--- src/design/conv_dw_pkg.sv ---
package conv_dw_pkg;

  // Accumulator word as produced by the engine array
  localparam int ACC_WIDTH = 24;

  // Leaky ReLU config is {enable, shift}
  localparam int LRELU_SHIFT_WIDTH = 3;
  localparam int LRELU_CFG_WIDTH   = LRELU_SHIFT_WIDTH + 1;
  localparam int LRELU_EN_BIT      = LRELU_SHIFT_WIDTH;  // Top bit of cfg

  // One signed accumulator or activation word
  typedef logic signed [ACC_WIDTH-1:0] acc_word_t;

  // Per-member activation configuration
  typedef logic [LRELU_CFG_WIDTH-1:0] lrelu_cfg_t;

  // Negative-slope shift amount
  typedef logic [LRELU_SHIFT_WIDTH-1:0] lrelu_shift_t;

endpackage
--- src/design/conv_dw_bank.sv ---
`timescale 1ns/1ps

module conv_dw_bank #(
  parameter int MEMBERS   = 4,
  parameter int K         = 2,
  parameter int UNITS     = 2,
  parameter bit USE_SLICE = 1
) (
  input  logic                                              clk,
  input  logic                                              rst_n,

  input  logic                                              s_valid,
  output logic                                              s_ready,
  input  conv_dw_pkg::acc_word_t  [MEMBERS-1:0][UNITS-1:0]  s_data,
  input  logic                    [MEMBERS-1:0]             s_keep,
  input  conv_dw_pkg::lrelu_cfg_t [MEMBERS-1:0]             s_cfg,
  input  logic                                              s_last,

  output logic                                              m_valid,
  input  logic                                              m_ready,
  output conv_dw_pkg::acc_word_t  [UNITS-1:0]               m_data,
  output conv_dw_pkg::lrelu_cfg_t                           m_cfg,
  output logic                                              m_last
);

  import conv_dw_pkg::*;

  localparam int SUB_CORES   = MEMBERS / K;
  localparam int SLICE_WIDTH = UNITS * ACC_WIDTH + LRELU_CFG_WIDTH + 1;

  // After the K split, SUB_CORES members per beat
  logic                                  k_valid, k_ready, k_last;
  acc_word_t  [SUB_CORES-1:0][UNITS-1:0] k_data;
  logic       [SUB_CORES-1:0]            k_keep;
  lrelu_cfg_t [SUB_CORES-1:0]            k_cfg;

  // One member per beat
  logic                  sub_valid, sub_ready, sub_keep, sub_last;
  acc_word_t [UNITS-1:0] sub_data;
  lrelu_cfg_t            sub_cfg;

  logic                  act_valid, act_ready, act_last;
  acc_word_t [UNITS-1:0] act_data;
  lrelu_cfg_t            act_cfg;

  generate
    if (K > 1) begin : g_split_k
      conv_dw_stage #(
        .IN_MEMBERS (MEMBERS),
        .RATIO      (K),
        .UNITS      (UNITS)
      ) u_split_k (
        .clk     (clk),
        .rst_n   (rst_n),
        .s_valid (s_valid),
        .s_ready (s_ready),
        .s_data  (s_data),
        .s_keep  (s_keep),
        .s_cfg   (s_cfg),
        .s_last  (s_last),
        .m_valid (k_valid),
        .m_ready (k_ready),
        .m_data  (k_data),
        .m_keep  (k_keep),
        .m_cfg   (k_cfg),
        .m_last  (k_last)
      );
    end else begin : g_no_split_k
      // K of 1 leaves the whole beat for the second split
      assign k_valid = s_valid;
      assign s_ready = k_ready;
      assign k_data  = s_data;
      assign k_keep  = s_keep;
      assign k_cfg   = s_cfg;
      assign k_last  = s_last;
    end
  endgenerate

  conv_dw_stage #(
    .IN_MEMBERS (SUB_CORES),
    .RATIO      (SUB_CORES),
    .UNITS      (UNITS)
  ) u_split_sub (
    .clk     (clk),
    .rst_n   (rst_n),
    .s_valid (k_valid),
    .s_ready (k_ready),
    .s_data  (k_data),
    .s_keep  (k_keep),
    .s_cfg   (k_cfg),
    .s_last  (k_last),
    .m_valid (sub_valid),
    .m_ready (sub_ready),
    .m_data  (sub_data),
    .m_keep  (sub_keep),
    .m_cfg   (sub_cfg),
    .m_last  (sub_last)
  );

  lrelu_stage #(
    .UNITS (UNITS)
  ) u_lrelu (
    .clk     (clk),
    .rst_n   (rst_n),
    .s_valid (sub_valid),
    .s_ready (sub_ready),
    .s_data  (sub_data),
    .s_keep  (sub_keep),
    .s_cfg   (sub_cfg),
    .s_last  (sub_last),
    .m_valid (act_valid),
    .m_ready (act_ready),
    .m_data  (act_data),
    .m_cfg   (act_cfg),
    .m_last  (act_last)
  );

  generate
    if (USE_SLICE) begin : g_slice
      logic [SLICE_WIDTH-1:0] slice_payload;

      axis_skid_slice #(
        .WIDTH (SLICE_WIDTH)
      ) u_slice (
        .clk       (clk),
        .rst_n     (rst_n),
        .s_valid   (act_valid),
        .s_ready   (act_ready),
        .s_payload ({act_data, act_cfg, act_last}),
        .m_valid   (m_valid),
        .m_ready   (m_ready),
        .m_payload (slice_payload)
      );

      assign {m_data, m_cfg, m_last} = slice_payload;
    end else begin : g_no_slice
      assign m_valid   = act_valid;
      assign act_ready = m_ready;
      assign m_data    = act_data;
      assign m_cfg     = act_cfg;
      assign m_last    = act_last;
    end
  endgenerate

endmodule

--- src/design/axis_skid_slice.sv ---
`timescale 1ns/1ps

module axis_skid_slice #(
  parameter int WIDTH = 32
) (
  input  logic             clk,
  input  logic             rst_n,

  input  logic             s_valid,
  output logic             s_ready,
  input  logic [WIDTH-1:0] s_payload,

  output logic             m_valid,
  input  logic             m_ready,
  output logic [WIDTH-1:0] m_payload
);

  logic [WIDTH-1:0] skid_payload;
  logic             skid_valid;
  logic             skid_valid_nxt;
  logic             m_valid_nxt;
  logic             s_xfer;
  logic             m_free;

  assign s_xfer = s_valid && s_ready;
  assign m_free = m_ready || !m_valid;  // Main register can take a new beat

  always_comb begin
    m_valid_nxt    = m_valid;
    skid_valid_nxt = skid_valid;
    if (m_free) begin
      // Skid drains first; ready was low, so no new input this cycle
      m_valid_nxt    = skid_valid || s_xfer;
      skid_valid_nxt = 1'b0;
    end else if (s_xfer) begin
      skid_valid_nxt = 1'b1;  // Output stalled, park the beat
    end
  end

  always_ff @(posedge clk or negedge rst_n) begin
    if (!rst_n) begin
      m_valid    <= 1'b0;
      skid_valid <= 1'b0;
      s_ready    <= 1'b1;
    end else begin
      m_valid    <= m_valid_nxt;
      skid_valid <= skid_valid_nxt;
      s_ready    <= !skid_valid_nxt;
    end
  end

  always_ff @(posedge clk) begin
    if (m_free) begin
      if (skid_valid) begin
        m_payload <= skid_payload;
      end else if (s_xfer) begin
        m_payload <= s_payload;
      end
    end else if (s_xfer) begin
      skid_payload <= s_payload;
    end
  end

endmodule

--- src/design/lrelu_stage.sv ---
`timescale 1ns/1ps

module lrelu_stage #(
  parameter int UNITS = 2
) (
  input  logic                                 clk,
  input  logic                                 rst_n,

  input  logic                                 s_valid,
  output logic                                 s_ready,
  input  conv_dw_pkg::acc_word_t  [UNITS-1:0]  s_data,
  input  logic                                 s_keep,
  input  conv_dw_pkg::lrelu_cfg_t              s_cfg,
  input  logic                                 s_last,

  output logic                                 m_valid,
  input  logic                                 m_ready,
  output conv_dw_pkg::acc_word_t  [UNITS-1:0]  m_data,
  output conv_dw_pkg::lrelu_cfg_t              m_cfg,
  output logic                                 m_last
);

  import conv_dw_pkg::*;

  acc_word_t [UNITS-1:0] act;
  lrelu_shift_t          shift;
  logic                  lrelu_en;
  logic                  load;

  assign shift    = s_cfg[LRELU_SHIFT_WIDTH-1:0];
  assign lrelu_en = s_cfg[LRELU_EN_BIT];

  assign s_ready = !m_valid || m_ready;
  assign load    = s_valid && s_ready && s_keep;  // Dropped beats are taken but not stored

  // Negative slope as arithmetic shift
  always_comb begin
    for (int u = 0; u < UNITS; u++) begin
      if (lrelu_en && s_data[u][ACC_WIDTH-1]) begin
        act[u] = $signed(s_data[u]) >>> shift;
      end else begin
        act[u] = s_data[u];
      end
    end
  end

  always_ff @(posedge clk or negedge rst_n) begin
    if (!rst_n) begin
      m_valid <= 1'b0;
    end else if (s_ready) begin
      m_valid <= s_valid && s_keep;
    end
  end

  always_ff @(posedge clk) begin
    if (load) begin
      m_data <= act;
      m_cfg  <= s_cfg;
      m_last <= s_last;
    end
  end

endmodule

--- src/design/conv_dw_stage.sv ---
`timescale 1ns/1ps

module conv_dw_stage #(
  parameter  int IN_MEMBERS  = 4,
  parameter  int RATIO       = 2,
  parameter  int UNITS       = 2,
  localparam int OUT_MEMBERS = IN_MEMBERS / RATIO
) (
  input  logic                                                   clk,
  input  logic                                                   rst_n,

  input  logic                                                   s_valid,
  output logic                                                   s_ready,
  input  conv_dw_pkg::acc_word_t  [IN_MEMBERS-1:0][UNITS-1:0]    s_data,
  input  logic                    [IN_MEMBERS-1:0]               s_keep,
  input  conv_dw_pkg::lrelu_cfg_t [IN_MEMBERS-1:0]               s_cfg,
  input  logic                                                   s_last,

  output logic                                                   m_valid,
  input  logic                                                   m_ready,
  output conv_dw_pkg::acc_word_t  [OUT_MEMBERS-1:0][UNITS-1:0]   m_data,
  output logic                    [OUT_MEMBERS-1:0]              m_keep,
  output conv_dw_pkg::lrelu_cfg_t [OUT_MEMBERS-1:0]              m_cfg,
  output logic                                                   m_last
);

  import conv_dw_pkg::*;

  localparam int CNT_W = (RATIO > 1) ? $clog2(RATIO) : 1;

  typedef enum logic {
    ST_EMPTY,
    ST_HOLD
  } state_t;

  state_t state;
  logic [CNT_W-1:0] cnt;  // Piece currently on the output

  // Held input beat
  acc_word_t  [IN_MEMBERS-1:0][UNITS-1:0] hold_data;
  logic       [IN_MEMBERS-1:0]            hold_keep;
  lrelu_cfg_t [IN_MEMBERS-1:0]            hold_cfg;
  logic                                   hold_last;

  logic last_piece;
  logic load;

  assign last_piece = (cnt == CNT_W'(RATIO - 1));
  assign m_valid    = (state == ST_HOLD);

  // Accept while empty or while the final piece leaves, so beats run back to back
  assign s_ready = (state == ST_EMPTY) || (m_ready && last_piece);
  assign load    = s_valid && s_ready;

  always_ff @(posedge clk or negedge rst_n) begin
    if (!rst_n) begin
      state <= ST_EMPTY;
      cnt   <= '0;
    end else if (load) begin
      state <= ST_HOLD;
      cnt   <= '0;
    end else if (m_valid && m_ready) begin
      if (last_piece) begin
        state <= ST_EMPTY;
      end else begin
        cnt <= cnt + 1'b1;
      end
    end
  end

  always_ff @(posedge clk) begin
    if (load) begin
      hold_data <= s_data;
      hold_keep <= s_keep;
      hold_cfg  <= s_cfg;
      hold_last <= s_last;
    end
  end

  // Piece n carries members n*OUT_MEMBERS upward
  always_comb begin
    for (int o = 0; o < OUT_MEMBERS; o++) begin
      m_data[o] = hold_data[int'(cnt) * OUT_MEMBERS + o];
      m_keep[o] = hold_keep[int'(cnt) * OUT_MEMBERS + o];
      m_cfg[o]  = hold_cfg[int'(cnt) * OUT_MEMBERS + o];
    end
  end

  assign m_last = hold_last && last_piece;  // Only the final piece ends the packet

endmodule

--- config.mk ---
export PLATFORM = sky130hd
export DESIGN_NAME = conv_dw_bank
export DESIGN_NICKNAME = d
export VERILOG_FILES = /design/src/design/conv_dw_pkg.sv /design/src/design/conv_dw_bank.sv /design/src/design/axis_skid_slice.sv /design/src/design/lrelu_stage.sv /design/src/design/conv_dw_stage.sv
export SDC_FILE = /design/constraint.sdc
export NUM_CORES = 1
export LEC_CHECK = 0
export BUFFER_PORTS_ARGS = -buffer_cell sky130_fd_sc_hd__buf_2
export CORE_ASPECT_RATIO = 0.6
export CORE_MARGIN = 1
export CORE_UTILIZATION = 41
export CTS_CLUSTER_SIZE = 30
export DETAILED_ROUTE_END_ITERATION = 7
export HOLD_SLACK_MARGIN = 0.12
export PLACE_DENSITY = 0.6
export SLEW_MARGIN = 25
export SYNTH_ARGS = -nofsm -noshare
export SYNTH_HDL_FRONTEND = slang
export SYNTH_HIERARCHICAL = 1
export SYNTH_SLANG_ARGS = --single-unit
--- constraint.sdc ---
create_clock -name clk -period 20.7 [get_ports clk]
set_input_delay 2.07 -clock clk [delete_from_list [all_inputs] [get_ports clk]]
set_output_delay 2.07 -clock clk [all_outputs]
set_load 0.03 [all_outputs]
* Word level (Yosys, flattened, before mapping)
Index checks and enable logic that the tools add are counted. W data, S select, Z words.
Storage, ports and cells: input port bits 217, bits in registers 487, output and inout bits 55, word-level logic and storage cells 115
Cells by class: bitwise logic cells 3, order comparisons 3, add/subtract/negate cells 3, reductions and logical operators 29, muxes and demuxes 39, shift operators 2
Operators with widths (number):
- $mux W48 | 6
- $mux W53 | 2
- $bmux W48 S2 | 1
- $mux W24 | 2
- $sshr A24 B3 Y24 | 2
- $lt A32 B4 Y1 const B | 1
- $mux W4 | 6
- $mux W1 | 20
- $logic_and A1 B1 Y1 | 12
- $reduce_bool A2 Y1 | 5
- $bmux W4 S2 | 1
- $reduce_and A2 Y1 | 4
- $logic_or A1 B1 Y1 | 5
- $add A2 B1 Y3 const B | 1
- $logic_not A1 Y1 | 3
- $lt A2 B3 Y1 const B | 1
- $not A1 Y1 | 3
- $add A1 B1 Y1 const B | 2
- $bmux W1 S2 | 1
- $lt A1 B2 Y1 const B | 1

* Depth between registers and ports, before layout
depth after elaboration 9, mapped depth 7

* Cells and area by module
Netlist, hierarchy kept.
Modules (own cells, without submodules):
- conv_dw_stage at g_split_k.u_split_k | instances 1, cells an instance 341, sequential area each 6446.2 um2, area an instance 8269.2 um2
- axis_skid_slice | instances 1, cells an instance 176, sequential area each 3259.4 um2, area an instance 4196.5 um2
- conv_dw_stage at u_split_sub | instances 1, cells an instance 176, sequential area each 3263.1 um2, area an instance 4063.9 um2
- lrelu_stage | instances 1, cells an instance 341, sequential area each 1616.6 um2, area an instance 3741.1 um2

* Worst setup path after synthesis
No wires, ideal clock.
path type input-to-reg, start point in s_valid, end point reg g_split_k.u_split_k/hold_cfg[0] (netlist bit), enable pin, path buffers 0, data arrival time 11249 ps, stages 1, path slack 8636 ps, path through nor2b_1
On the way: cells in the longest elaborated chain, start to end 1
RTL lines:
- from (decl) | line conv_dw_bank.sv:12 | input logic s_valid,
- $logic_and A1 B1 Y1 | line conv_dw_stage.sv:53 | assign load = s_valid && s_ready;
- to (signal assigned) | line conv_dw_stage.sv:75 | hold_cfg <= s_cfg;
- to (decl) | line conv_dw_stage.sv:42 | lrelu_cfg_t [IN_MEMBERS-1:0] hold_cfg;
No other way between the ends. A chain may end at the register's enable or synchronous reset.

* Worst setup path after layout
start point reg g_slice.u_slice.s_ready, end point out s_ready
On the way: cells in the longest elaborated chain, start to end 5
RTL lines:
- from (decl) | line axis_skid_slice.sv:10 | output logic s_ready,
- from (signal assigned) | line axis_skid_slice.sv:48 | s_ready <= !skid_valid_nxt;
- $logic_or A1 B1 Y1 | line lrelu_stage.sv:33 | assign s_ready = !m_valid || m_ready;
- net sub_ready | line conv_dw_bank.sv:38 | logic sub_valid, sub_ready, sub_keep, sub_last;
- $logic_and A1 B1 Y1 | line conv_dw_stage.sv:52 | assign s_ready = (state == ST_EMPTY) || (m_ready && last_piece);
- $logic_or A1 B1 Y1 | line conv_dw_stage.sv:52
- net k_ready | line conv_dw_bank.sv:32 | logic k_valid, k_ready, k_last;
- $logic_and A1 B1 Y1 | line conv_dw_stage.sv:52
- $logic_or A1 B1 Y1 | line conv_dw_stage.sv:52
- to (decl) | line conv_dw_bank.sv:13 | output logic s_ready,
The timed path passes the listed nets, and every way through them passes these cells.

==> metrics.yaml <==
place.port_buffers: 271
fin_skew_ps: 24.02
drtIter0Drc: 893
synth_edf_count: 479
slew_headroom_pct: 30.64
die_area_mm2: 0.05036
crit_fanout: 5
finalNetCount: 1526
placed_cell_area_mm2: 0.02197
cts_resized: 0
hpwl_mm: 25.98
min_period_ps: 4280
critPathMaxStageDelay_ps: 380
viasPerCell: 5.009
hold_ws_ps: 431.7
layout-drive-gt1-share_pct: 46.29
synth-seq-area-share_pct: 71.95
postSynthAreaPerCell_um2: 19.60
crit_arrival_ps: 2210
wl_mm: 39.15
crit_path_start_kind: "register"
power_density_mw_per_mm2: 190.4
dr.pass1.iters: 5
tritoncts: "done"
clock_latency_ps: 560
vdd_drop_max_mv: 0.09359
syn_area_mm2: 0.02027
synth.distinct_cells: 38
gp_congestion: 0.8053
finalCritPeriodShare_pct: 20.68
ys_seq_elements: 487
regArea_mm2: 0.01460
core_area_mm2: 0.04833
cts.sinks: 487
cap_violations: 0
final_cell_mix: "edfxtp_1, buf_2, mux2_4"
netlist_instances: 1034
die_w_um: 289.1
antenna_found_initial: 0
die_h_um: 174.2
drv_slew: 0
p_leak_uw: 0.008879
grt_pass1_wl_mm: 59.17
hp-class: "reg -> reg"
setup_viol_count_final: 0
synthSimpleGateAreaFrac_pct: 1.809
wl_per_cell_um: 19.70
required_ps: 18630
critical_path.endpoint_type: "primary output"
tns_ps: 0
multi_input_area_mm2: 0.005104
synth_fp_nets: 1251
path_delay_family: "compound AO/OA/AOI/OAI gates"
post_cts_buffers: 0
synth_flop_cell: "edfxtp_1"
yosysWarnings: 6
cts.clk_slew.worst_paths_ps: 60
cts_buffer_depth: 3
synth-compound-area-share_pct: 4.889
rsz0062_at_grt: "false"
syn_to_final_growth_pct: 15.88
vias: 9953
synth_xor_xnor_area_share_pct: 0
remaining_drc_errors: 0
grt_pass1_vias: 9951
cp_cell_sequence: "nand2b_1, a21boi_1, inv_1, a21boi_1, inv_1, buf_2"
final.fill_count: 4046
cp.buffers_inverters: 3
ctsHoldBuffers: 0
crit_type: "reg -> out"
fin_area_mm2: 0.02349
ios: 272
synthArstFlopShare_pct: 1.643
grt_max_degree: 170
max_clock_freq_mhz: 233.6
tightest_slew_ps: 1040
cts_root_buf: "clkbuf_16"
cts_max_level: 2
outcome: "completed"
hold_viol: 0
synth_top_family_by_area: "multiplexers"
synth-adder-area-share_pct: 0
gr-usage-all-layers_pct: 15.47
synthMuxAreaShare_pct: 18.30
cp_slowest_cell: "dfstp_2"
cts-buffers-inserted: 47
layout_commonest_cell: "edfxtp_1"
rows: 62
initial_core_util_pct: 41.94
grt-ovfl-total: 0
r2r_setup_slack_ps: 17670
ant_nets: 0
metrics by stage:
stage	setup slack (ps)	utilization, %	std cells	power (uW)
2_1_floorplan	8636	-	1034	3323
3_5_place_dp	16630	45.46	1899	3668
6_report	16420	48.60	1987	4473
3_3_place_gp	16700	45.46	1899	3631
4_1_cts	16380	48.54	1985	4511
5_1_grt	16230	48.60	1986	4710
area by class of cell:
| type | instances | share of cell area [%] |
|---|---|---|
| clock buffers | 62 | 5.428 |
| repair buffers | 284 | 6.328 |
| well taps | 640 | 3.409 |
| clock inverters | 24 | 0.9108 |
| multi-input cells | 486 | 21.73 |
| flip-flops and latches | 487 | 62.14 |
| inverters | 3 | 0.04794 |
| diodes | 1 | 0.01065 |
report_power, final:
part           total [uW]  switching (uW)  leakage (uW)  internal (uW)
combinational        1820            1080       0.00353            745
sequential           1820             133       0.00463           1690
clock                 831             358      0.000723            473
total                4470            1570       0.00888           2900
path summary, 6_finish.rpt:
path	from	end	cells after the start
setup reg to reg	g_slice.u_slice/s_ready$_DFF_PN1_	g_split_k.u_split_k/hold_data[161]$_DFFE_PP_	7
min in group asynchronous	rst_n	u_lrelu/m_valid$_DFFE_PN0P_	1
setup / recovery	g_slice.u_slice/s_ready$_DFF_PN1_	s_ready	6
max in group asynchronous	rst_n	g_slice.u_slice/s_ready$_DFF_PN1_	1
hold / removal	u_lrelu/m_data[26]$_DFFE_PP_	g_slice.u_slice/skid_payload[31]$_DFFE_PP_	0
hold reg to reg	u_lrelu/m_data[26]$_DFFE_PP_	g_slice.u_slice/skid_payload[31]$_DFFE_PP_	0
worst register-to-register path, delay by kind of cell, from the launching register on:
| family | cells | cell delay, ps |
|---|---|---|
| buffers and inverters | 3 | 1200 |
| DFF | 1 | 540 |
| and+or+nand+nor | 2 | 310 |
| AOI/OAI and AO/OA | 2 | 290 |
synth_stat cells (all sizes together), types with 2 or more instances:
cell type  instances  area, um2
and2               3      18.77
dfrtp              7      175.2
a21oi             14      70.07
nor2               8      32.54
mux2             246       3423
buf               50      578.1
nand2b            10      62.56
a21boi             2      15.01
a41oi              3      26.28
clkbuf             8      30.03
nor2b              6      37.54
nand2             45      171.4
o22ai             53      331.6
mux4               2      45.04
a22o              20      175.2
o21ai              3      15.01
or2                4      25.03
a31oi              2      12.51
edfxtp           479      14380
o31ai             36      330.3
mux2i             24      240.2
inv                3      11.26
routing by layer:
metal / global-route usage [%] / share of wire (%) / wire length, um
met1: 23.96 / 50 / 19440
met2: 22.46 / 44 / 17210
met3: 3.084 / 5.2 / 2031
met4: 3.092 / 1.2 / 467
met5: 0 / 0 / 0
registers in the layout (all words and copies together) (netlist names):
name / cells
g_split_k.u_split_k/hold_data: 192
u_split_sub/hold_data: 96
g_slice.u_slice/m_payload: 53
g_slice.u_slice/skid_payload: 53
u_lrelu/m_data: 48
g_split_k.u_split_k/hold_cfg: 16
u_split_sub/hold_cfg: 8
g_split_k.u_split_k/hold_keep: 4
u_lrelu/m_cfg: 4
u_split_sub/hold_keep: 2
g_slice.u_slice/m_valid: 1
g_slice.u_slice/s_ready: 1
g_slice.u_slice/skid_valid: 1
g_split_k.u_split_k/cnt: 1
g_split_k.u_split_k/hold_last: 1
g_split_k.u_split_k/m_valid: 1
u_lrelu/m_last: 1
u_lrelu/m_valid: 1
u_split_sub/cnt: 1
u_split_sub/hold_last: 1
u_split_sub/m_valid: 1
kinds of logic (layout without fill, tap and decap cells):
kind of cell           after synthesis  count (layout)
and+or+nand+nor                     79              79
DFF                                487             487
buffers and inverters               61             373
other                                0               1
muxes                              272             272
AOI/OAI and AO/OA                  135             135
(Power assumes the default switching activity.)
